`src/common/lcd_pkg.sv`:
```
package lcd_pkg;

    // One expander write, seen either as the bus byte or as the pin fields
    typedef union packed {
        logic [7:0] raw;            // Byte shifted out MSB first
        struct packed {
            logic [3:0] nibble;     // Display D7..D4
            logic       backlight;
            logic       en;
            logic       rw;
            logic       rs;
        } fields;
    } expander_byte_t;

    localparam logic [6:0] EXPANDER_ADDR = 7'h20;

    localparam int CLK_DIV = 40;    // Clocks per bus bit, sim value

    localparam int DELAY_W = 32;

    localparam logic [DELAY_W-1:0] POWER_WAIT_CYCLES = 32'd1000;
    localparam logic [DELAY_W-1:0] DELAY_LONG        = 32'd2500;  // 50 ms on hardware
    localparam logic [DELAY_W-1:0] DELAY_SHORT       = 32'd500;   // 10 ms
    localparam logic [DELAY_W-1:0] DELAY_CMD         = 32'd50;    // 1 ms
    localparam logic [DELAY_W-1:0] DELAY_CLEAR       = 32'd1000;  // 20 ms

    localparam int NUM_STEPS = 7;
    localparam int STEP_W    = $clog2(NUM_STEPS);

    // Display commands
    localparam logic [7:0] CMD_WAKE       = 8'h30;
    localparam logic [7:0] CMD_FOUR_BIT   = 8'h20;
    localparam logic [7:0] CMD_FUNC_SET   = 8'h28;  // 4 bit, 2 lines, 5x8
    localparam logic [7:0] CMD_DISPLAY_ON = 8'h0C;  // No cursor
    localparam logic [7:0] CMD_CLEAR      = 8'h01;
    localparam logic [7:0] CHAR_CODE      = 8'h41;  // 'A'

    // Sequencer states
    localparam logic [2:0] SEQ_POWER = 3'd0;
    localparam logic [2:0] SEQ_ISSUE = 3'd1;
    localparam logic [2:0] SEQ_WAIT  = 3'd2;
    localparam logic [2:0] SEQ_DELAY = 3'd3;
    localparam logic [2:0] SEQ_DONE  = 3'd4;

    // Bus master states
    localparam logic [2:0] I2C_IDLE  = 3'd0;
    localparam logic [2:0] I2C_START = 3'd1;
    localparam logic [2:0] I2C_ADDR  = 3'd2;
    localparam logic [2:0] I2C_ACK   = 3'd3;
    localparam logic [2:0] I2C_DATA  = 3'd4;
    localparam logic [2:0] I2C_STOP  = 3'd5;

endpackage

```
`src/common/lcd_cmd_if.sv`:
```
`timescale 1ns/1ps

interface lcd_cmd_if;

    logic       start;
    logic [7:0] value;
    logic       rs;
    logic       single;     // Send the high nibble only
    logic       done;

    modport seq (
        output start, value, rs, single,
        input  done
    );

    modport writer (
        input  start, value, rs, single,
        output done
    );

endinterface

```
`src/lcd_init/lcd_init_seq.sv`:
```
`timescale 1ns/1ps

module lcd_init_seq (
    input  logic   clk,
    input  logic   rst,
    lcd_cmd_if.seq cmd,
    output logic   init_done
);
    import lcd_pkg::*;

    logic [2:0]         state;
    logic [STEP_W-1:0]  step;
    logic [DELAY_W-1:0] delay_cnt;
    logic [7:0]         step_value;
    logic               step_rs;
    logic               step_single;
    logic [DELAY_W-1:0] step_delay;

    // Step table
    always_comb begin
        step_value  = CMD_WAKE;
        step_rs     = 1'b0;
        step_single = 1'b0;
        step_delay  = DELAY_CMD;
        case (step)
            0: begin
                step_single = 1'b1;
                step_delay  = DELAY_LONG;
            end
            1: begin
                step_single = 1'b1;
                step_delay  = DELAY_SHORT;
            end
            2: begin
                step_value  = CMD_FOUR_BIT;
                step_single = 1'b1;
                step_delay  = DELAY_SHORT;
            end
            3: step_value = CMD_FUNC_SET;
            4: step_value = CMD_DISPLAY_ON;
            5: begin
                step_value = CMD_CLEAR;
                step_delay = DELAY_CLEAR;
            end
            default: begin
                step_value = CHAR_CODE;  // Last step, init_done follows directly
                step_rs    = 1'b1;
                step_delay = '0;
            end
        endcase
    end

    always_ff @(posedge clk or posedge rst) begin
        if (rst) begin
            state     <= SEQ_POWER;
            step      <= '0;
            delay_cnt <= '0;
            cmd.start <= 1'b0;
            init_done <= 1'b0;
        end else begin
            cmd.start <= 1'b0;
            case (state)
                SEQ_POWER: begin
                    if (delay_cnt == POWER_WAIT_CYCLES - 1'b1) begin
                        delay_cnt <= '0;
                        state     <= SEQ_ISSUE;
                    end else begin
                        delay_cnt <= delay_cnt + 1'b1;
                    end
                end
                SEQ_ISSUE: begin
                    cmd.start <= 1'b1;
                    state     <= SEQ_WAIT;
                end
                SEQ_WAIT: begin
                    if (cmd.done) begin
                        delay_cnt <= '0;
                        if (step == STEP_W'(NUM_STEPS - 1)) begin
                            init_done <= 1'b1;
                            state     <= SEQ_DONE;
                        end else begin
                            state <= SEQ_DELAY;
                        end
                    end
                end
                SEQ_DELAY: begin
                    if (delay_cnt == step_delay - 1'b1) begin
                        step  <= step + 1'b1;
                        state <= SEQ_ISSUE;
                    end else begin
                        delay_cnt <= delay_cnt + 1'b1;
                    end
                end
                SEQ_DONE: ;  // Idle for good
                default: state <= SEQ_POWER;
            endcase
        end
    end

    // Command fields, valid alongside the start strobe
    always_ff @(posedge clk) begin
        if (state == SEQ_ISSUE) begin
            cmd.value  <= step_value;
            cmd.rs     <= step_rs;
            cmd.single <= step_single;
        end
    end

endmodule

```
`src/flat_wrapper.sv`:
```
// flat-port wrapper written by rule: the top's interface ports become plain ports
module lcd_init_seq_flat import lcd_pkg::*;
  (clk, rst, init_done, cmd_start, cmd_value, cmd_rs, cmd_single, cmd_done);
  lcd_cmd_if cmd_i ();
  input  logic clk;
  input  logic rst;
  output logic init_done;
  output wire logic [$bits(cmd_i.start)-1:0] cmd_start;
  output wire logic [$bits(cmd_i.value)-1:0] cmd_value;
  output wire logic [$bits(cmd_i.rs)-1:0] cmd_rs;
  output wire logic [$bits(cmd_i.single)-1:0] cmd_single;
  input wire logic [$bits(cmd_i.done)-1:0] cmd_done;
  assign cmd_start = cmd_i.start;
  assign cmd_value = cmd_i.value;
  assign cmd_rs = cmd_i.rs;
  assign cmd_single = cmd_i.single;
  assign cmd_i.done = cmd_done;
  lcd_init_seq u_core (.clk(clk), .rst(rst), .cmd(cmd_i), .init_done(init_done));
endmodule
```
`config.mk`:
```
export PLATFORM = sky130hd
export DESIGN_NAME = lcd_init_seq_flat
export DESIGN_NICKNAME = d
export VERILOG_FILES = /design/src/common/lcd_pkg.sv /design/src/common/lcd_cmd_if.sv /design/src/lcd_init/lcd_init_seq.sv /design/src/flat_wrapper.sv
export SDC_FILE = /design/constraint.sdc
export NUM_CORES = 1
export LEC_CHECK = 0
export BUFFER_PORTS_ARGS = -buffer_cell sky130_fd_sc_hd__buf_4
export CAP_MARGIN = 20
export CORE_ASPECT_RATIO = 0.6
export CORE_MARGIN = 4
export CORE_UTILIZATION = 58
export DETAILED_ROUTE_END_ITERATION = 10
export GPL_TIMING_DRIVEN = 0
export PLACE_DENSITY = 0.76
export SETUP_SLACK_MARGIN = 0.5
export SLEW_MARGIN = 40
export SYNTH_ARGS = -nofsm -noshare
export SYNTH_HDL_FRONTEND = slang
export SYNTH_SLANG_ARGS = --single-unit
```
`constraint.sdc`:
```
create_clock -name clk -period 4.4 [get_ports clk]
set_input_delay 0.44 -clock clk [delete_from_list [all_inputs] [get_ports clk]]
set_output_delay 0.44 -clock clk [all_outputs]
set_load 0.02 [all_outputs]
```
==> impl_metrics.tcl <==
set metrics [dict create \
    critical_path_arrival_ns 3.80 \
    slew_headroom_pct 46.6 \
    clock_latency_ns 0.30 \
    place_congestion 0.891 \
    die_width_um 101 \
    die_h_um 63.9 \
    rsz0062_at_grt "no" \
    slew_viol_final 0 \
    ir_worst_vdd_mv 0.124 \
    portBuffers 12 \
    dp.cells 420 \
    async_flop_share_pct 85.1 \
    crit_path_end_kind "flop" \
    row_count 20 \
    drtIter0Drc 351 \
    grt_use_total_pct 24.3 \
    power.density_nw_per_um2 230 \
    min_period_ns 3.63 \
    yosysUniqueCellTypes 58 \
    dp_slack_ns 0.447 \
    ys_ff_latch 47 \
    synth_top_area_share_pct 33.2 \
    synth_area_leaders "dfrtp_1, edfxtp_1, nand2_1, o21ai_0, nor2_1" \
    h-tree-depth 2 \
    postRouteAntennaNets 0 \
    worst_setup_path_start_kind "flop" \
    postCtsSetupBuffers 0 \
    start_util_pct 59.7 \
    post-synth-top-area-cell "dfrtp_1" \
    grt_pass1_vias 2444 \
    cap_viol_max_count 0 \
    route.detailed.drc 0 \
    synth_warnings 0 \
    root_buffer "clkbuf_8" \
    hold_viol 0 \
    finalWorstSetupSlack_ns 0.771 \
    avgViaCountPerCell 6.27 \
    crit_path_max_fanout 10 \
    netlist_instances 341 \
    rr_worst_depth 17 \
    avgSynthCellArea_um2 8.85 \
    area_growth_pct 10.8 \
    hold_buffers 0 \
    grt_pass1_wl_mm 12.4 \
    io_pins 15 \
    dpl.hpwl_mm 5.55 \
    antenna_found_initial 0 \
    synthFlopType "dfrtp_1" \
    dr_total_vias 2685 \
    setup_viol 0 \
    worst_slew_pin_slew_ns 0.795 \
    fillCellCount 413 \
    synth_area_um2 3020 \
    multi_input_area_um2 1710 \
    fin_nets 371 \
    drive_gt1_share_pct 14.4 \
    core-area_um2 5050 \
    cts_made_buffers 5 \
    ys_seq_area_share_pct 40.1 \
    min_period_over_period_pct 82.5 \
    overflow 0 \
    path_class "reg -> reg" \
    grt_start_max_net_pins 41 \
    cts_sinks 47 \
    cts_tree "yes" \
    drt-pass1-iter-count 5 \
    synth_edf_count 7 \
    min-delay-path-class "in -> async" \
    wire_per_inst_um 17.4 \
    fmax_mhz 276 \
    antennaDiodeCount 0 \
    outcome "finished, final reports clean" \
    p_leak_nw 1.27 \
    path_clk_slew_ns 0.10 \
    seq_area_um2 1210 \
    drt_wl_total_mm 7.46 \
    cts_buffer_depth 2 \
    setup_tns_ns 0 \
    fin_worst_skew_ns 0.0131 \
    required_ns 4.58 \
    dieArea_um2 6460 \
    fin_cells 428 \
]
## layout by cell type (no fill, tap or decap), types with 7 or more instances in the layout
| master | instances |
|---|---|
| a21oi_1 | 16 |
| buf_4 | 15 |
| clkbuf_1 | 9 |
| dfrtp_1 | 38 |
| edfxtp_1 | 7 |
| inv_1 | 8 |
| nand2_1 | 37 |
| nand3_1 | 11 |
| nor2_1 | 28 |
| nor3_1 | 10 |
| o211ai_1 | 7 |
| o21ai_0 | 26 |
| o31ai_1 | 8 |
| or3_1 | 11 |
| xnor2_1 | 11 |
## logic make-up after synthesis
kind of cell | count (synthesis) | share of synthesized area [%]
other | 1 | 0.124
adder cells (fa/ha/maj) | 7 | 2.90
buffers and inverters | 30 | 4.40
flip-flops | 47 | 40.1
XOR/XNOR | 15 | 4.35
multiplexers | 4 | 1.58
AO/OA/AOI/OAI | 89 | 20.3
AND/OR/NAND/NOR | 148 | 26.2
## cell usage after synthesis, types with 7 or more instances
cell type,count
a21oi_1,17
buf_2,7
clkbuf_1,9
dfrtp_1,40
edfxtp_1,7
ha_1,7
inv_1,9
nand2_1,37
nand3_1,11
nor2_1,28
nor3_1,11
o211ai_1,7
o21ai_0,26
o31ai_1,8
or3_1,11
xnor2_1,11
## path summary, 6_finish.rpt
check | startpoint | slack, ns | end
setup / recovery | u_core.step[1] | 0.77 | u_core.delay_cnt[9]
hold / removal | rst | 0.16 | u_core.delay_cnt[26]
setup reg to reg | u_core.step[1] | 0.77 | u_core.delay_cnt[9]
hold reg to reg | u_core.init_done | 0.49 | u_core.init_done
max in group asynchronous | rst | 3.84 | u_core.step[0]
min in group clk | cmd_done | 0.43 | u_core.state[0]
## timing repair
action                     4_1_cts  5_1_grt
cloned                           0        0
setup endpoints to repair       19       32
pin swaps                        0        0
gates resized for setup          2        9
## report_power, final
part | leakage [nW] | internal [mW] | switching (mW)
sequential | 0.604 | 0.439 | 0
clock | 0.0556 | 0.167 | 0.152
combinational | 0.607 | 0.00256 | 0.00942
## state kept, by name, indices dropped and copies added (netlist names)
name,flops
u_core.step,3
u_core.state,3
u_core.cmd.value,6
u_core.init_done,1
u_core.cmd.single,1
u_core.cmd.start,1
u_core.delay_cnt,32
## critical path: stages (launching register included)
cell and delay, ns:
dfrtp_2 0.48, inv_1 0.11, ha_2 0.30, nor2_1 0.07, nor2_1 0.14, a21o_1 0.14, inv_1 0.08, ha_2 0.23
xnor2_1 0.18, xnor2_1 0.13, nand4_1 0.15, a2111oi_4 0.39, nand4_4 0.19, o21ai_2 0.25, or2_1 0.12, buf_2 0.17
clkbuf_4 0.25, o21ai_0 0.11
## layout make-up
type | count | area share, %
clock buffer | 5 | 2.06
tap | 66 | 2.47
timing repair buffer | 12 | 2.69
buffer | 20 | 3.07
inverter | 10 | 1.20
sequential | 47 | 36.3
clock inverter | 3 | 1.16
multi-input combinational | 265 | 51.0
## metrics by stage
step / hold slack (ns) / power [mW] / instance area, um2 / utilization, %
finish: 0.159 / 0.770 / 3340 / 66.1
global route: 0.206 / 0.792 / 3340 / 66.1
CTS: 0.204 / 0.772 / 3310 / 65.5
detailed placement: 0.471 / 0.461 / 3200 / 63.3
global placement: 0.462 / 0.461 / 3190 / 63.2
floorplan: 0.460 / 0.456 / 3020 / -
## layer usage
metal,wire (um),global-route usage (%)
met5,0,0
met4,21,3.65
met3,804,5.56
met2,3030,33.3
met1,3600,39.2
Power figures use the tool's default switching activity.
