### config.mk
export PLATFORM = sky130hd
export DESIGN_NAME = i2c_write_master_flat
export DESIGN_NICKNAME = d
export VERILOG_FILES = /design/src/common/lcd_pkg.sv /design/src/common/expander_write_if.sv /design/src/i2c/i2c_write_master.sv /design/src/flat_wrapper.sv
export SDC_FILE = /design/constraint.sdc
export NUM_CORES = 1
export LEC_CHECK = 0
export BUFFER_PORTS_ARGS = -buffer_cell sky130_fd_sc_hd__clkbuf_2
export CELL_PAD_IN_SITES_DETAIL_PLACEMENT = 0
export CELL_PAD_IN_SITES_GLOBAL_PLACEMENT = 1
export CORE_AREA = 2 2 64 66
export CTS_CLUSTER_DIAMETER = 150
export DETAILED_ROUTE_END_ITERATION = 8
export DIE_AREA = 0 0 66 68
export PLACE_DENSITY = 0.83
export SYNTH_ARGS = -nofsm -noshare
export SYNTH_HDL_FRONTEND = slang
export SYNTH_SLANG_ARGS = --single-unit
### constraint.sdc
create_clock -name clk -period 1.73 [get_ports clk]
set_input_delay 0.0865 -clock clk [delete_from_list [all_inputs] [get_ports clk]]
set_output_delay 0.0865 -clock clk [all_outputs]
set_load 0.05 [all_outputs]
### src/common/lcd_pkg.sv
package lcd_pkg;

    // One expander write, seen either as the bus byte or as the pin fields
    typedef union packed {
        logic [7:0] raw;            // Byte shifted out MSB first
        struct packed {
            logic [3:0] nibble;     // Display D7..D4
            logic       backlight;
            logic       en;
            logic       rw;
            logic       rs;
        } fields;
    } expander_byte_t;

    localparam logic [6:0] EXPANDER_ADDR = 7'h20;

    localparam int CLK_DIV = 40;    // Clocks per bus bit, sim value

    localparam int DELAY_W = 32;

    localparam logic [DELAY_W-1:0] POWER_WAIT_CYCLES = 32'd1000;
    localparam logic [DELAY_W-1:0] DELAY_LONG        = 32'd2500;  // 50 ms on hardware
    localparam logic [DELAY_W-1:0] DELAY_SHORT       = 32'd500;   // 10 ms
    localparam logic [DELAY_W-1:0] DELAY_CMD         = 32'd50;    // 1 ms
    localparam logic [DELAY_W-1:0] DELAY_CLEAR       = 32'd1000;  // 20 ms

    localparam int NUM_STEPS = 7;
    localparam int STEP_W    = $clog2(NUM_STEPS);

    // Display commands
    localparam logic [7:0] CMD_WAKE       = 8'h30;
    localparam logic [7:0] CMD_FOUR_BIT   = 8'h20;
    localparam logic [7:0] CMD_FUNC_SET   = 8'h28;  // 4 bit, 2 lines, 5x8
    localparam logic [7:0] CMD_DISPLAY_ON = 8'h0C;  // No cursor
    localparam logic [7:0] CMD_CLEAR      = 8'h01;
    localparam logic [7:0] CHAR_CODE      = 8'h41;  // 'A'

    // Sequencer states
    localparam logic [2:0] SEQ_POWER = 3'd0;
    localparam logic [2:0] SEQ_ISSUE = 3'd1;
    localparam logic [2:0] SEQ_WAIT  = 3'd2;
    localparam logic [2:0] SEQ_DELAY = 3'd3;
    localparam logic [2:0] SEQ_DONE  = 3'd4;

    // Bus master states
    localparam logic [2:0] I2C_IDLE  = 3'd0;
    localparam logic [2:0] I2C_START = 3'd1;
    localparam logic [2:0] I2C_ADDR  = 3'd2;
    localparam logic [2:0] I2C_ACK   = 3'd3;
    localparam logic [2:0] I2C_DATA  = 3'd4;
    localparam logic [2:0] I2C_STOP  = 3'd5;

endpackage

### src/common/expander_write_if.sv
`timescale 1ns/1ps

interface expander_write_if;
    import lcd_pkg::*;

    logic           start;
    expander_byte_t data;
    logic           busy;
    logic           done;

    modport writer (
        output start, data,
        input  busy, done
    );

    modport master (
        input  start, data,
        output busy, done
    );

endinterface

### src/i2c/i2c_write_master.sv
`timescale 1ns/1ps

module i2c_write_master (
    input  logic             clk,
    input  logic             rst,
    expander_write_if.master exp,
    output logic             scl,
    output logic             sda_out,
    output logic             sda_en
);
    import lcd_pkg::*;

    logic [2:0]                 state;
    logic [2:0]                 bit_cnt;
    logic [$clog2(CLK_DIV)-1:0] clk_cnt;
    expander_byte_t             data_q;
    logic                       after_addr;  // Ack slot follows the address
    logic [7:0]                 addr_byte;
    logic                       tx_bit;

    assign addr_byte = {EXPANDER_ADDR, 1'b0};  // Write

    always_comb begin
        case (state)
            I2C_ADDR: tx_bit = addr_byte[3'd7 - bit_cnt];
            I2C_DATA: tx_bit = data_q.raw[3'd7 - bit_cnt];
            default:  tx_bit = 1'b1;  // Ack slot, SDA released
        endcase
    end

    always_ff @(posedge clk or posedge rst) begin
        if (rst) begin
            state      <= I2C_IDLE;
            scl        <= 1'b1;
            sda_out    <= 1'b1;
            sda_en     <= 1'b0;
            exp.busy   <= 1'b0;
            exp.done   <= 1'b0;
            bit_cnt    <= '0;
            clk_cnt    <= '0;
            after_addr <= 1'b0;
        end else begin
            exp.done <= 1'b0;
            case (state)
                I2C_IDLE: begin
                    scl    <= 1'b1;
                    sda_en <= 1'b0;
                    if (exp.start) begin
                        exp.busy <= 1'b1;
                        clk_cnt  <= '0;
                        state    <= I2C_START;
                    end
                end
                I2C_START: begin
                    if (clk_cnt < CLK_DIV/2) begin
                        clk_cnt <= clk_cnt + 1'b1;
                        sda_out <= 1'b0;  // SDA falls with SCL high
                        sda_en  <= 1'b1;
                    end else begin
                        clk_cnt <= '0;
                        bit_cnt <= '0;
                        state   <= I2C_ADDR;
                    end
                end
                I2C_ADDR, I2C_ACK, I2C_DATA: begin
                    if (clk_cnt < CLK_DIV/4) begin
                        clk_cnt <= clk_cnt + 1'b1;
                        scl     <= 1'b0;
                        if (clk_cnt != '0) begin  // SDA moves once SCL is low
                            sda_out <= tx_bit;
                            sda_en  <= ~tx_bit;
                        end
                    end else if (clk_cnt < 3*CLK_DIV/4) begin
                        clk_cnt <= clk_cnt + 1'b1;
                        scl     <= 1'b1;
                    end else begin
                        clk_cnt <= '0;
                        if (state == I2C_ACK) begin
                            after_addr <= 1'b0;
                            bit_cnt    <= '0;
                            state      <= after_addr ? I2C_DATA : I2C_STOP;
                        end else if (bit_cnt == 3'd7) begin
                            bit_cnt    <= '0;
                            after_addr <= (state == I2C_ADDR);
                            state      <= I2C_ACK;
                        end else begin
                            bit_cnt <= bit_cnt + 1'b1;
                        end
                    end
                end
                I2C_STOP: begin
                    if (clk_cnt < CLK_DIV/4) begin
                        clk_cnt <= clk_cnt + 1'b1;
                        scl     <= 1'b0;
                        if (clk_cnt != '0) begin
                            sda_out <= 1'b0;
                            sda_en  <= 1'b1;
                        end
                    end else if (clk_cnt < CLK_DIV/2) begin
                        clk_cnt <= clk_cnt + 1'b1;
                        scl     <= 1'b1;
                    end else begin
                        clk_cnt  <= '0;
                        sda_out  <= 1'b1;  // Release, SDA rises with SCL high
                        sda_en   <= 1'b0;
                        exp.done <= 1'b1;
                        exp.busy <= 1'b0;
                        state    <= I2C_IDLE;
                    end
                end
                default: state <= I2C_IDLE;
            endcase
        end
    end

    always_ff @(posedge clk) begin
        if (state == I2C_IDLE && exp.start) begin
            data_q <= exp.data;
        end
    end

endmodule

### src/flat_wrapper.sv
// flat-port wrapper written by rule: the top's interface ports become plain ports
module i2c_write_master_flat import lcd_pkg::*;
  (clk, rst, scl, sda_out, sda_en, exp_start, exp_data, exp_busy, exp_done);
  expander_write_if exp_i ();
  input  logic clk;
  input  logic rst;
  output logic scl;
  output logic sda_out;
  output logic sda_en;
  input wire logic [$bits(exp_i.start)-1:0] exp_start;
  input wire logic [$bits(exp_i.data)-1:0] exp_data;
  output wire logic [$bits(exp_i.busy)-1:0] exp_busy;
  output wire logic [$bits(exp_i.done)-1:0] exp_done;
  assign exp_i.start = exp_start;
  assign exp_i.data = exp_data;
  assign exp_busy = exp_i.busy;
  assign exp_done = exp_i.done;
  i2c_write_master u_core (.clk(clk), .rst(rst), .exp(exp_i), .scl(scl), .sda_out(sda_out), .sda_en(sda_en));
endmodule
==> metrics.yaml <==
floorplanning:
  row_count: 23
  start_util_pct: 38.55
  io_pins: 16
  die_width_um: 66
  coreArea_um2: 3856
  die_height_um: 68
  design.die.area_um2: 4488
final_layout:
  drive_gt1_share_pct: 38.34
  final_util_pct: 52.92
  fin_area_um2: 2041
  nFillCells: 345
  area_delta_synth_final_pct: 37.29
  nets: 210
  antenna_cells: 0
  layoutNonFillerInstCount: 243
clock_tree:
  cts_buffers: 3
  clock_sinks: 26
  clkTransAtPathRegs_ps: 90
  cts.path.max_buffers: 2
  insertion_delay_ps: 270
  cts_root_buf: "clkbuf_8"
  cts_tree: "built"
  ctsHtreeMaxLevel: 1
setup_path:
  critPathCaptureType: "flip-flop"
  crit_type: "flip-flop to flip-flop"
  cp.arrival_ps: 1910
  cp.required_ps: 1920
  rr_startpoint: "u_core.clk_cnt[3]"
  crit_path_start: "u_core.clk_cnt[3]"
  path_max_fanout: 8
  startpoint_type: "flip-flop"
global_routing:
  antenna_found_initial: 0
  grt_max_degree: 19
  overflow: 0
  grt_pass1_vias: 1403
  grt_pass1_wl_um: 5954
  grt_use_total_pct: 17.37
logic_synthesis:
  synth-xor-area-share_pct: 0
  yosysMostFrequentCell: "dfrtp_1"
  synth_area_leader_cell: "dfrtp_1"
  synth_area_um2: 1486
  synth.mux.area_fraction_pct: 5.976
  postSynth.asyncResetShare_pct: 69.23
  syn_inst: 144
  yosys_register_bits: 26
  synth.distinct_cells: 47
  ys_seq_area_share_pct: 46.63
  syn_nets: 160
  synth-main-ff-cell: "dfrtp_1"
  synth_common_cells: "dfrtp_1, nor2_1, a21oi_1, inv_1, o21ai_0"
  synth_top_family_by_area: "compound AO/OA/AOI/OAI gates"
  synth_edf_count: 8
  synth_compound_area_share_pct: 22.47
  synth.area.top_cells: "dfrtp_1, edfxtp_1, ha_1, dfstp_2, a21oi_1"
  avgSynthCellArea_um2: 10.32
  synthSimpleGateAreaFrac_pct: 15.57
  synth_top_area_share_pct: 26.94
  yosys_warnings: 0
  synth_fa_ha_area_share_pct: 4.209
timing:
  setup_viol: 0
  drv_slew: 0
  totalNegativeSetupSlack_ps: 0
  finalCritPeriodShare_pct: 99.46
  tightest_slew_ps: 718.2
  fmax_mhz: 581.2
  hold_viol_final: 0
  relSlewSlack_pct: 52.07
  timing.final.crit_period_ps: 1721
  rsz0062_at_grt: "yes"
  skew_ps: 1.686
routing:
  ant_nets: 0
  drt_wl_total_um: 3611
  dr.first_iter.drc_count: 91
  via_per_inst: 5.399
  wire_per_inst_um: 14.86
  vias: 1312
  dr.pass1.iters: 6
  drc: 0
placement:
  dp_hpwl_um: 2559
  portBuffers: 15
  place.gp.congestion: 0.8904
  dpl-instance-area_um2: 1774
  dpl.cell_count: 227
hold_path:
  hold_class: "primary input to flip-flop"
  holdCritStartpoint: "exp_start"
power_and_ir_drop:
  power_density_nw_per_um2: 1544
  vdd_drop_max_v: 0.0006867
  leakage_nw: 0.8961
job:
  maxCapViolations: 0
run_status:
  outcome: "finished, final reports clean"
[stage by stage]
step | hold slack [ps] | total power [mW] | setup WS (ps)
2_1_floorplan | 23.61 | 1.930 | 53.16
3_3_place_gp | 212.6 | 2.373 | 3.030
3_5_place_dp | 223.0 | 2.432 | -44.67
4_1_cts | 321.7 | 2.964 | -38.53
5_1_grt | 397.2 | 3.388 | -80.36
6_report | 334.6 | 3.150 | 9.376
[path summary, 6_finish.rpt]
path,to,slack [ps],cells past startpoint
min in group asynchronous,u_core.exp.busy,450,3
hold reg to reg,u_core.sda_en,490,2
setup / recovery,u_core.clk_cnt[5],9,5
max in group asynchronous,u_core.clk_cnt[2],780,3
hold / removal,u_core.state[0],330,5
setup reg to reg,u_core.clk_cnt[5],9,5
[flip-flops by register name (all words and copies together) (netlist names)]
register	cells
u_core.scl	1
u_core.clk_cnt	6
u_core.sda_en	1
u_core.exp.done	1
u_core.data_q	8
u_core.state	3
u_core.after_addr	1
u_core.bit_cnt	3
u_core.sda_out	1
u_core.exp.busy	1
[cells by family (layout without fill, tap and decap cells)]
kind of cell    after synthesis  in the layout
mux                           6              6
fa+ha+maj                     5              5
simple gates                 44             44
buf+inv                      16             65
compound gates               47             47
flops                        26             26
[critical path, cell delays in order, from the launching register on]
cell and delay, ps:
dfrtp_2 470, buf_4 170, a41oi_4 270, a32oi_2 90
or3_1 380, a311oi_2 260
[per-layer routing]
layer  vias to the layer above  GRT usage, %  share of wire (%)  wire length [um]
met5                         -             0                  0                 0
met2                        21         32.83                 54              1948
met3                         7         2.961                2.0                74
met1                       652         18.73                 42              1511
met4                         0         8.673                2.1                76
li1                        632             -                  -                 -
[final cells by class]
class	count	area [um^2]	area share [%]
Multi-Input combinational cell	102	798.3	39.12
Tap cell	50	62.56	3.066
Inverter	9	33.78	1.655
Clock inverter	1	30.03	1.471
Timing Repair Buffer	52	379.1	18.58
Sequential cell	26	695.7	34.09
Clock buffer	3	41.29	2.023
[power by group]
| part | switching, mW | total [mW] | internal, mW |
|---|---|---|---|
| Clock | 0.193 | 0.503 | 0.310 |
| Sequential | 0.173 | 0.979 | 0.806 |
| Combinational | 0.860 | 1.67 | 0.809 |
| Total | 1.23 | 3.15 | 1.92 |
[timing repair]
action,in CTS,in global routing
endpoints found under the hold margin,24,0
pin swaps,0,6
resized for setup,2,21
endpoints found under the setup margin,4,9
gates cloned,0,0
hold buffers,9,0
setup buffers,0,4
[cell usage in the layout (no fill, tap or decap), types with 3 or more instances in the layout]
| master | netlist | routed |
|---|---|---|
| o21ai_1 | 4 | 8 |
| o21ai_0 | 9 | 4 |
| nor2b_1 | 3 | 3 |
| dfrtp_1 | 16 | 14 |
| nand3_1 | 3 | 3 |
| nor2_1 | 11 | 10 |
| nor3b_2 | 0 | 5 |
| clkbuf_8 | 0 | 3 |
| a21oi_1 | 9 | 8 |
| nor3_1 | 6 | 5 |
| ha_1 | 5 | 5 |
| o21a_1 | 4 | 3 |
| edfxtp_1 | 8 | 8 |
| a21o_1 | 3 | 3 |
| dlygate4sd3_1 | 0 | 9 |
| clkbuf_2 | 0 | 15 |
| nand2_1 | 7 | 7 |
| buf_4 | 0 | 27 |
| inv_1 | 9 | 8 |
Power figures use the tool's default switching activity.
