===== src/common/lcd_pkg.sv =====
package lcd_pkg;

    // One expander write, seen either as the bus byte or as the pin fields
    typedef union packed {
        logic [7:0] raw;            // Byte shifted out MSB first
        struct packed {
            logic [3:0] nibble;     // Display D7..D4
            logic       backlight;
            logic       en;
            logic       rw;
            logic       rs;
        } fields;
    } expander_byte_t;

    localparam logic [6:0] EXPANDER_ADDR = 7'h20;

    localparam int CLK_DIV = 40;    // Clocks per bus bit, sim value

    localparam int DELAY_W = 32;

    localparam logic [DELAY_W-1:0] POWER_WAIT_CYCLES = 32'd1000;
    localparam logic [DELAY_W-1:0] DELAY_LONG        = 32'd2500;  // 50 ms on hardware
    localparam logic [DELAY_W-1:0] DELAY_SHORT       = 32'd500;   // 10 ms
    localparam logic [DELAY_W-1:0] DELAY_CMD         = 32'd50;    // 1 ms
    localparam logic [DELAY_W-1:0] DELAY_CLEAR       = 32'd1000;  // 20 ms

    localparam int NUM_STEPS = 7;
    localparam int STEP_W    = $clog2(NUM_STEPS);

    // Display commands
    localparam logic [7:0] CMD_WAKE       = 8'h30;
    localparam logic [7:0] CMD_FOUR_BIT   = 8'h20;
    localparam logic [7:0] CMD_FUNC_SET   = 8'h28;  // 4 bit, 2 lines, 5x8
    localparam logic [7:0] CMD_DISPLAY_ON = 8'h0C;  // No cursor
    localparam logic [7:0] CMD_CLEAR      = 8'h01;
    localparam logic [7:0] CHAR_CODE      = 8'h41;  // 'A'

    // Sequencer states
    localparam logic [2:0] SEQ_POWER = 3'd0;
    localparam logic [2:0] SEQ_ISSUE = 3'd1;
    localparam logic [2:0] SEQ_WAIT  = 3'd2;
    localparam logic [2:0] SEQ_DELAY = 3'd3;
    localparam logic [2:0] SEQ_DONE  = 3'd4;

    // Bus master states
    localparam logic [2:0] I2C_IDLE  = 3'd0;
    localparam logic [2:0] I2C_START = 3'd1;
    localparam logic [2:0] I2C_ADDR  = 3'd2;
    localparam logic [2:0] I2C_ACK   = 3'd3;
    localparam logic [2:0] I2C_DATA  = 3'd4;
    localparam logic [2:0] I2C_STOP  = 3'd5;

endpackage


===== src/common/lcd_cmd_if.sv =====
`timescale 1ns/1ps

interface lcd_cmd_if;

    logic       start;
    logic [7:0] value;
    logic       rs;
    logic       single;     // Send the high nibble only
    logic       done;

    modport seq (
        output start, value, rs, single,
        input  done
    );

    modport writer (
        input  start, value, rs, single,
        output done
    );

endinterface


===== src/common/expander_write_if.sv =====
`timescale 1ns/1ps

interface expander_write_if;
    import lcd_pkg::*;

    logic           start;
    expander_byte_t data;
    logic           busy;
    logic           done;

    modport writer (
        output start, data,
        input  busy, done
    );

    modport master (
        input  start, data,
        output busy, done
    );

endinterface


===== src/lcd_init/lcd_nibble_writer.sv =====
`timescale 1ns/1ps

module lcd_nibble_writer (
    input  logic             clk,
    input  logic             rst,
    lcd_cmd_if.writer        cmd,
    expander_write_if.writer exp
);
    import lcd_pkg::*;

    logic           active;
    logic           waiting;     // Write strobed, expecting its done
    logic [1:0]     phase;       // High E=1, high E=0, low E=1, low E=0
    logic [7:0]     value_q;
    logic           rs_q;
    logic           single_q;
    logic           last_phase;
    expander_byte_t wr_byte;

    assign last_phase = single_q ? (phase == 2'd1) : (phase == 2'd3);

    always_comb begin
        wr_byte                  = '0;
        wr_byte.fields.nibble    = phase[1] ? value_q[3:0] : value_q[7:4];
        wr_byte.fields.backlight = 1'b1;
        wr_byte.fields.en        = ~phase[0];
        wr_byte.fields.rw        = 1'b0;
        wr_byte.fields.rs        = rs_q;
    end

    assign exp.data = wr_byte;

    always_ff @(posedge clk or posedge rst) begin
        if (rst) begin
            active    <= 1'b0;
            waiting   <= 1'b0;
            phase     <= '0;
            exp.start <= 1'b0;
            cmd.done  <= 1'b0;
        end else begin
            exp.start <= 1'b0;
            cmd.done  <= 1'b0;
            if (!active) begin
                if (cmd.start) begin
                    active  <= 1'b1;
                    waiting <= 1'b0;
                    phase   <= '0;
                end
            end else if (!waiting) begin
                if (!exp.busy) begin
                    exp.start <= 1'b1;
                    waiting   <= 1'b1;
                end
            end else if (exp.done) begin
                waiting <= 1'b0;
                if (last_phase) begin
                    active   <= 1'b0;
                    cmd.done <= 1'b1;
                end else begin
                    phase <= phase + 1'b1;
                end
            end
        end
    end

    always_ff @(posedge clk) begin
        if (!active && cmd.start) begin
            value_q  <= cmd.value;
            rs_q     <= cmd.rs;
            single_q <= cmd.single;
        end
    end

endmodule


===== src/flat_wrapper.sv =====
// flat-port wrapper written by rule: the top's interface ports become plain ports
module lcd_nibble_writer_flat import lcd_pkg::*;
  (clk, rst, cmd_start, cmd_value, cmd_rs, cmd_single, cmd_done, exp_start, exp_data, exp_busy, exp_done);
  lcd_cmd_if cmd_i ();
  expander_write_if exp_i ();
  input  logic clk;
  input  logic rst;
  input wire logic [$bits(cmd_i.start)-1:0] cmd_start;
  input wire logic [$bits(cmd_i.value)-1:0] cmd_value;
  input wire logic [$bits(cmd_i.rs)-1:0] cmd_rs;
  input wire logic [$bits(cmd_i.single)-1:0] cmd_single;
  output wire logic [$bits(cmd_i.done)-1:0] cmd_done;
  output wire logic [$bits(exp_i.start)-1:0] exp_start;
  output wire logic [$bits(exp_i.data)-1:0] exp_data;
  input wire logic [$bits(exp_i.busy)-1:0] exp_busy;
  input wire logic [$bits(exp_i.done)-1:0] exp_done;
  assign cmd_i.start = cmd_start;
  assign cmd_i.value = cmd_value;
  assign cmd_i.rs = cmd_rs;
  assign cmd_i.single = cmd_single;
  assign cmd_done = cmd_i.done;
  assign exp_start = exp_i.start;
  assign exp_data = exp_i.data;
  assign exp_i.busy = exp_busy;
  assign exp_i.done = exp_done;
  lcd_nibble_writer u_core (.clk(clk), .rst(rst), .cmd(cmd_i), .exp(exp_i));
endmodule

===== config.mk =====
export PLATFORM = sky130hd
export DESIGN_NAME = lcd_nibble_writer_flat
export DESIGN_NICKNAME = d
export VERILOG_FILES = /design/src/common/lcd_pkg.sv /design/src/common/lcd_cmd_if.sv /design/src/common/expander_write_if.sv /design/src/lcd_init/lcd_nibble_writer.sv /design/src/flat_wrapper.sv
export SDC_FILE = /design/constraint.sdc
export NUM_CORES = 1
export LEC_CHECK = 0
export ABC_CLOCK_PERIOD_IN_PS = 1600
export BUFFER_PORTS_ARGS = -buffer_cell sky130_fd_sc_hd__buf_2
export CAP_MARGIN = 10
export CORE_MARGIN = 2
export CORE_UTILIZATION = 45
export DETAILED_ROUTE_END_ITERATION = 8
export PLACE_DENSITY = 0.85
export REMOVE_ABC_BUFFERS = 1
export SYNTH_ARGS = -nofsm -noshare
export SYNTH_HDL_FRONTEND = slang
export SYNTH_SLANG_ARGS = --single-unit
export TNS_END_PERCENT = 100

===== constraint.sdc =====
create_clock -name clk -period 1.6 [get_ports clk]
set_input_delay 0.16 -clock clk [delete_from_list [all_inputs] [get_ports clk]]
set_output_delay 0.16 -clock clk [all_outputs]
set_load 0.02 [all_outputs]

==> flow_summary.toml, run 1 <==
[layout]
multi_input_area_um2 = 159
post-route-util_pct = 60.5
nNetsFinal = 85
seqCellArea_um2 = 450
drive_gt1_share_pct = 49.3
synthToLayoutAreaGrowth_pct = 22.6
n_antenna_cell = 0
fillCellCount = 112

[grt]
grt_usage_pct = 13.9
grt_pass1_vias = 425
grt_overflow = 0
antenna_found_initial = 0
grt_start_max_net_pins = 11
grt_pass1_wl_um = 1810

[detailed_routing]
drtPass1Iterations = 2
vias = 399
drt_wl_total_um = 1110
via_per_inst = 4.75
wire_per_inst_um = 13.2
drt_iter0_markers = 2
drc = 0
final_antenna_net_count = 0

[power]
powerDensity_mw_per_mm2 = 1470
power_switching_w = 0.000374
intPower_w = 0.000809
switching_share_pct = 31.6
peakVddDrop_mv = 0.946
p_seq_share_pct = 50.8
leakagePower_nw = 0.365
p_clk_share_pct = 21.3
p_comb_share_pct = 28.0

[logic_synthesis]
synth_warnings = 0
ys_seq_area_share_pct = 68.4
syn_area_um2 = 658
synth.area.top_cells = "edfxtp_1 46%, dfrtp_1 23%, mux2_2 6.8%, buf_4 3.4%, xor2_2 2.5%"
yosysMostFrequentCell = "edfxtp_1"
synth_common_cells = "10 x edfxtp_1, 6 x dfrtp_1, 4 x inv_1, 4 x mux2_2"
synth_edf_count = 10
syn_inst = 45
avgSynthCellArea_um2 = 14.6
yosysTopAreaCellShare_pct = 45.6
ys_seq_elements = 16
synthFlopType = "edfxtp_1"
async_flop_share_pct = 37.5
synth_top_area_cell = "edfxtp_1"
synth_cell_types = 18

[worst_setup_path]
r2r_start = "u_core.phase[1]"
critPathBufInv = 1
crit_chain = "mux2_2, buf_2"
crit_family = "flip-flops"
rrSetupSlack_ns = 0.51
slowest_stage = "dfrtp_1"
worstSetupPathType = "reg2out"
r2r_cells = 3
worst_setup_path_end_kind = "output pin"
r2r-end = "u_core.active"
worstPathArrival_ns = 1.33
start_kind = "flop"
slowest_delay_ns = 0.53
cp.required_ns = 1.44
crit_fanout = 7

[floorplanning]
row_count = 13
io_pins = 25
die_w_um = 42.2
fp.dieArea_mm2 = 0.00178
initial_core_util_pct = 49.3
fp.coreArea_mm2 = 0.00133
die_h_um = 42.2

[clocking]
clock-root-buffer = "clkbuf_4"
clock-sinks = 16
cts_tree = "done"
clock_latency_ns = 0.27
cts_buffer_depth = 2
cts_htree_levels = 1
cts_resized = 0
cts_made_buffers = 3
clk_pin_slew_worst_paths_ns = 0.09

[sta]
layout_min_cycle_time_ns = 1.49
setup_tns_ns = 0
slew_viol_final = 0
max_freq_mhz = 671
setup_viol = 0
min_period_over_period_pct = 93.2
rsz0062_at_grt = "false"
finClkSkew_ns = 0.00737
finalHoldViolations = 0

[worst_hold_path]
hold_end = "u_core.exp.start"
hold_start = "exp_busy"
hold_depth = 2
hold_path.class = "in2reg"

[run_status]
outcome = "completed"

[place]
portBuffers = 22
routabilityCongestion = 0.695

[run]
maxCapViolCount = 0
[flip-flops by register name, summed over array words and instances (netlist names)]
register and cells:
u_core.value_q 8, u_core.phase 2, u_core.single_q 1, u_core.active 1, u_core.exp.start 1, u_core.cmd.done 1
u_core.rs_q 1, u_core.waiting 1
[cells in the final DEF (no fill, tap or decap), types with 2 or more instances in the layout]
| master | instances |
|---|---|
| buf_2 | 22 |
| clkbuf_4 | 3 |
| conb_1 | 2 |
| dfrtp_1 | 6 |
| edfxtp_1 | 10 |
| inv_1 | 4 |
| mux2_2 | 4 |
| nand3_1 | 3 |
| nor2_1 | 3 |
[routing by layer]
layer	wire, µm	up-vias	GRT usage (%)	part of all wire, %
met5	0	-	0	0
met4	0	0	3.75	0
met2	667	8	27.1	60
li1	-	198	-	-
met3	31	0	3.88	2.8
met1	411	193	14.1	37
[cells by family (layout without fill, tap and decap cells)]
group,count (synthesis),after routing,synth area share [%]
compound gates,5,5,5.70
xor+xnor,1,1,2.47
buf+inv,8,32,7.41
flops,16,16,68.4
mux,4,4,6.84
other cells,2,2,1.14
simple gates,9,9,7.98
[power groups by stage]
stage	Sequential, W	Combinational (W)	Clock, W
finish	0.000601	0.000331	0.000252
global route	0.000615	0.000358	0.000276
CTS	0.000601	0.000336	0.000257
detailed placement	0.000611	0.000332	0
global placement	0.000604	0.000319	0
floorplan	0.000612	0.000214	0
[how the worst max path moves through the flow]
stage / slack [ns] / depth (start not counted) / to / from
global route: 0.03 / 2 / exp_data[4] / u_core.phase[1]
floorplan: 0.36 / 1 / u_core.rs_q / u_core.active
finish: 0.11 / 2 / exp_data[4] / u_core.phase[1]
detailed placement: 0.41 / 2 / exp_data[6] / u_core.phase[1]
global placement: 0.43 / 2 / exp_data[5] / u_core.phase[1]
CTS: 0.11 / 2 / exp_data[5] / u_core.phase[1]
[layout make-up]
cell class / instances / area share [%]
clock buffers: 4 / 4.50
inverters: 4 / 1.86
multi-input cells: 21 / 19.7
flip-flops and latches: 16 / 55.8
well taps: 15 / 2.33
repair buffers: 24 / 15.8
[through the flow]
stage               area [µm²]  hold WS, ns  total power, W  setup slack (ns)  std cells
floorplan                  624      -0.0490        0.000826             0.355         41
CTS                        807       0.0361         0.00119             0.107         84
detailed placement         761       0.0881        0.000943             0.414         79
finish                     807       0.0404         0.00118             0.109         84
global placement           761       0.0763        0.000923             0.427         79
global route               807       0.0345         0.00125            0.0303         84
[what timing repair did]
item	CTS	global route
buffers inserted	0	0
endpoints found under the hold margin	6	0
hold buffers	1	0
No activity file was read; power rests on OpenSTA's default activity.
==> run 2: changes to the inputs <==
--- a/config.mk
+++ b/config.mk
@@ -9,9 +9,10 @@
 export BUFFER_PORTS_ARGS = -buffer_cell sky130_fd_sc_hd__buf_2
 export CAP_MARGIN = 10
 export CORE_MARGIN = 2
-export CORE_UTILIZATION = 45
+export CORE_UTILIZATION = 49
+export CTS_BUF_LIST = sky130_fd_sc_hd__clkbuf_4 sky130_fd_sc_hd__clkbuf_8
 export DETAILED_ROUTE_END_ITERATION = 8
-export PLACE_DENSITY = 0.85
+export PLACE_DENSITY = 0.91
 export REMOVE_ABC_BUFFERS = 1
 export SYNTH_ARGS = -nofsm -noshare
 export SYNTH_HDL_FRONTEND = slang
==> run 2 against run 1 <==
Compared with the run above:
- via count up 2.0%
- count of clock-buffer cells in the layout down 1
- die area down 7.4%
- final area down 1.2%
- non-clock buffer count unchanged
- critical path depth unchanged
- sequential power down 0.8%
- sequential share of layout area up 0.70 points
- critical path type unchanged
- critical endpoint is now exp_data[7]
==> flow_summary.toml, run 2 (synthesis gave the netlist of run 1 again) <==
[detailed_routing]
drt_iter0_markers = 6
via_per_inst = 4.85
vias = 407
final_antenna_net_count = 0
drc = 0
wire_per_inst_um = 12.1
drtPass1Iterations = 4
drt_wl_total_um = 1020

[sta]
min_period_over_period_pct = 92.4
setup_viol = 0
max_freq_mhz = 676
setup_ws_ns = 0.122
whs_ns = 0.0368
finalHoldViolations = 0
setup_tns_ns = 0
rsz0062_at_grt = "false"
finClkSkew_ns = 0.00128
slew_viol_final = 0
layout_min_cycle_time_ns = 1.48

[run_status]
outcome = "completed"

[layout]
stdcell_count = 84
layout_commonest_cell = "buf_2"
drive_gt1_share_pct = 47.8
nNetsFinal = 85
synthToLayoutAreaGrowth_pct = 21.1
post-route-util_pct = 62.0
n_antenna_cell = 0
layout_common_cells = "22 x buf_2, 10 x edfxtp_1, 6 x dfrtp_1, 4 x inv_1, 4 x mux2_2"
fillCellCount = 107
regMostFlops = "u_core.value_q"
largest_register_ffs = 8
largestRegisters = "u_core.value_q x8, u_core.phase x2"

[clocking]
cts_tree = "done"
clock-sinks = 16
postCtsHoldBufs = 1
cts_resized = 0
cts_made_buffers = 3
cts_htree_levels = 1
cts_buffer_depth = 2
clock_latency_ns = 0.28
cts_setup_buffers = 0
clk_pin_slew_worst_paths_ns = 0.08
clock-root-buffer = "clkbuf_4"

[place]
portBuffers = 22
dp_slack_ns = 0.414
hpwl_um = 791
dp_cells = 79
routabilityCongestion = 0.700

[floorplanning]
initial_core_util_pct = 51.2
die_w_um = 40.7
io_pins = 25
die_h_um = 40.7
row_count = 13
fp.dieArea_mm2 = 0.00165
fp.coreArea_mm2 = 0.00128

[worst_setup_path]
crit_fanout = 7
worstSetupPathType = "reg2out"
start_kind = "flop"
worst_setup_path_end_kind = "output pin"
cp.required_ns = 1.44
worstPathArrival_ns = 1.32

[power]
leakagePower_nw = 0.359
powerDensity_mw_per_mm2 = 1420
peakVddDrop_mv = 0.633

[grt]
grt_pass1_wl_um = 1550
grt_pass1_vias = 367
grt_usage_pct = 15.3
grt_overflow = 0
antenna_found_initial = 0
grt_start_max_net_pins = 11

[run]
maxCapViolCount = 0

[worst_hold_path]
hold_path.class = "in2reg"
run 2: cell types whose count changed in the layout (fill, tap and decap cells not counted), sizes merged:
| cell | delta |
|---|---|
| clkbuf | -1 |
| clkinv | +1 |
run 2: layout make-up:
type,instances,area (µm²),share of cell area [%]
Sequential cell,16,450,56.5
Tap cell,15,18.8,2.35
Inverter,4,15.0,1.88
Clock inverter,1,3.75,0.471
Clock buffer,3,22.5,2.83
Multi-Input combinational cell,21,159,19.9
Timing Repair Buffer,24,128,16.0
run 2: power by group:
| part | total [W] | internal [W] | switching, W |
|---|---|---|---|
| Combinational | 0.000333 | 0.000146 | 0.000187 |
| Sequential | 0.000596 | 0.000525 | 0.0000707 |
| Clock | 0.000206 | 0.0000904 | 0.000116 |
| Total | 0.00113 | 0.000762 | 0.000373 |
run 2: metal layers:
layer	up-vias	track usage [%]	part of all wire, %
li1	199	-	-
met1	192	16.7	37
met5	-	0	0
met2	14	26.6	59
met3	2	4.89	2.8
met4	0	7.50	0.49
run 2: path summary, 6_finish.rpt:
kind	startpoint	end	slack, ns	depth (start not counted)
worst max-delay path	u_core.phase[1]	exp_data[7]	0.12	2
worst min-delay path	exp_busy	u_core.exp.start	0.04	2
worst max register to register	u_core.phase[1]	u_core.active	0.51	3
worst min register to register	u_core.waiting	u_core.exp.start	0.52	1
max in group asynchronous	rst	u_core.active	1.08	3
min in group asynchronous	rst	u_core.phase[0]	0.33	3
run 2: stage by stage:
| step | total power (W) | area [µm²] |
|---|---|---|
| after detailed placement | 0.000940 | 761 |
| final | 0.00113 | 797 |
| after global placement | 0.000920 | 761 |
| after global routing | 0.00121 | 797 |
| after floorplan | 0.000826 | 624 |
| after CTS | 0.00115 | 797 |
run 2: worst max-delay path: stages, from the launching register on:
cell and delay [ns]:
dfrtp_1 0.52, mux2_2 0.37, buf_2 0.16
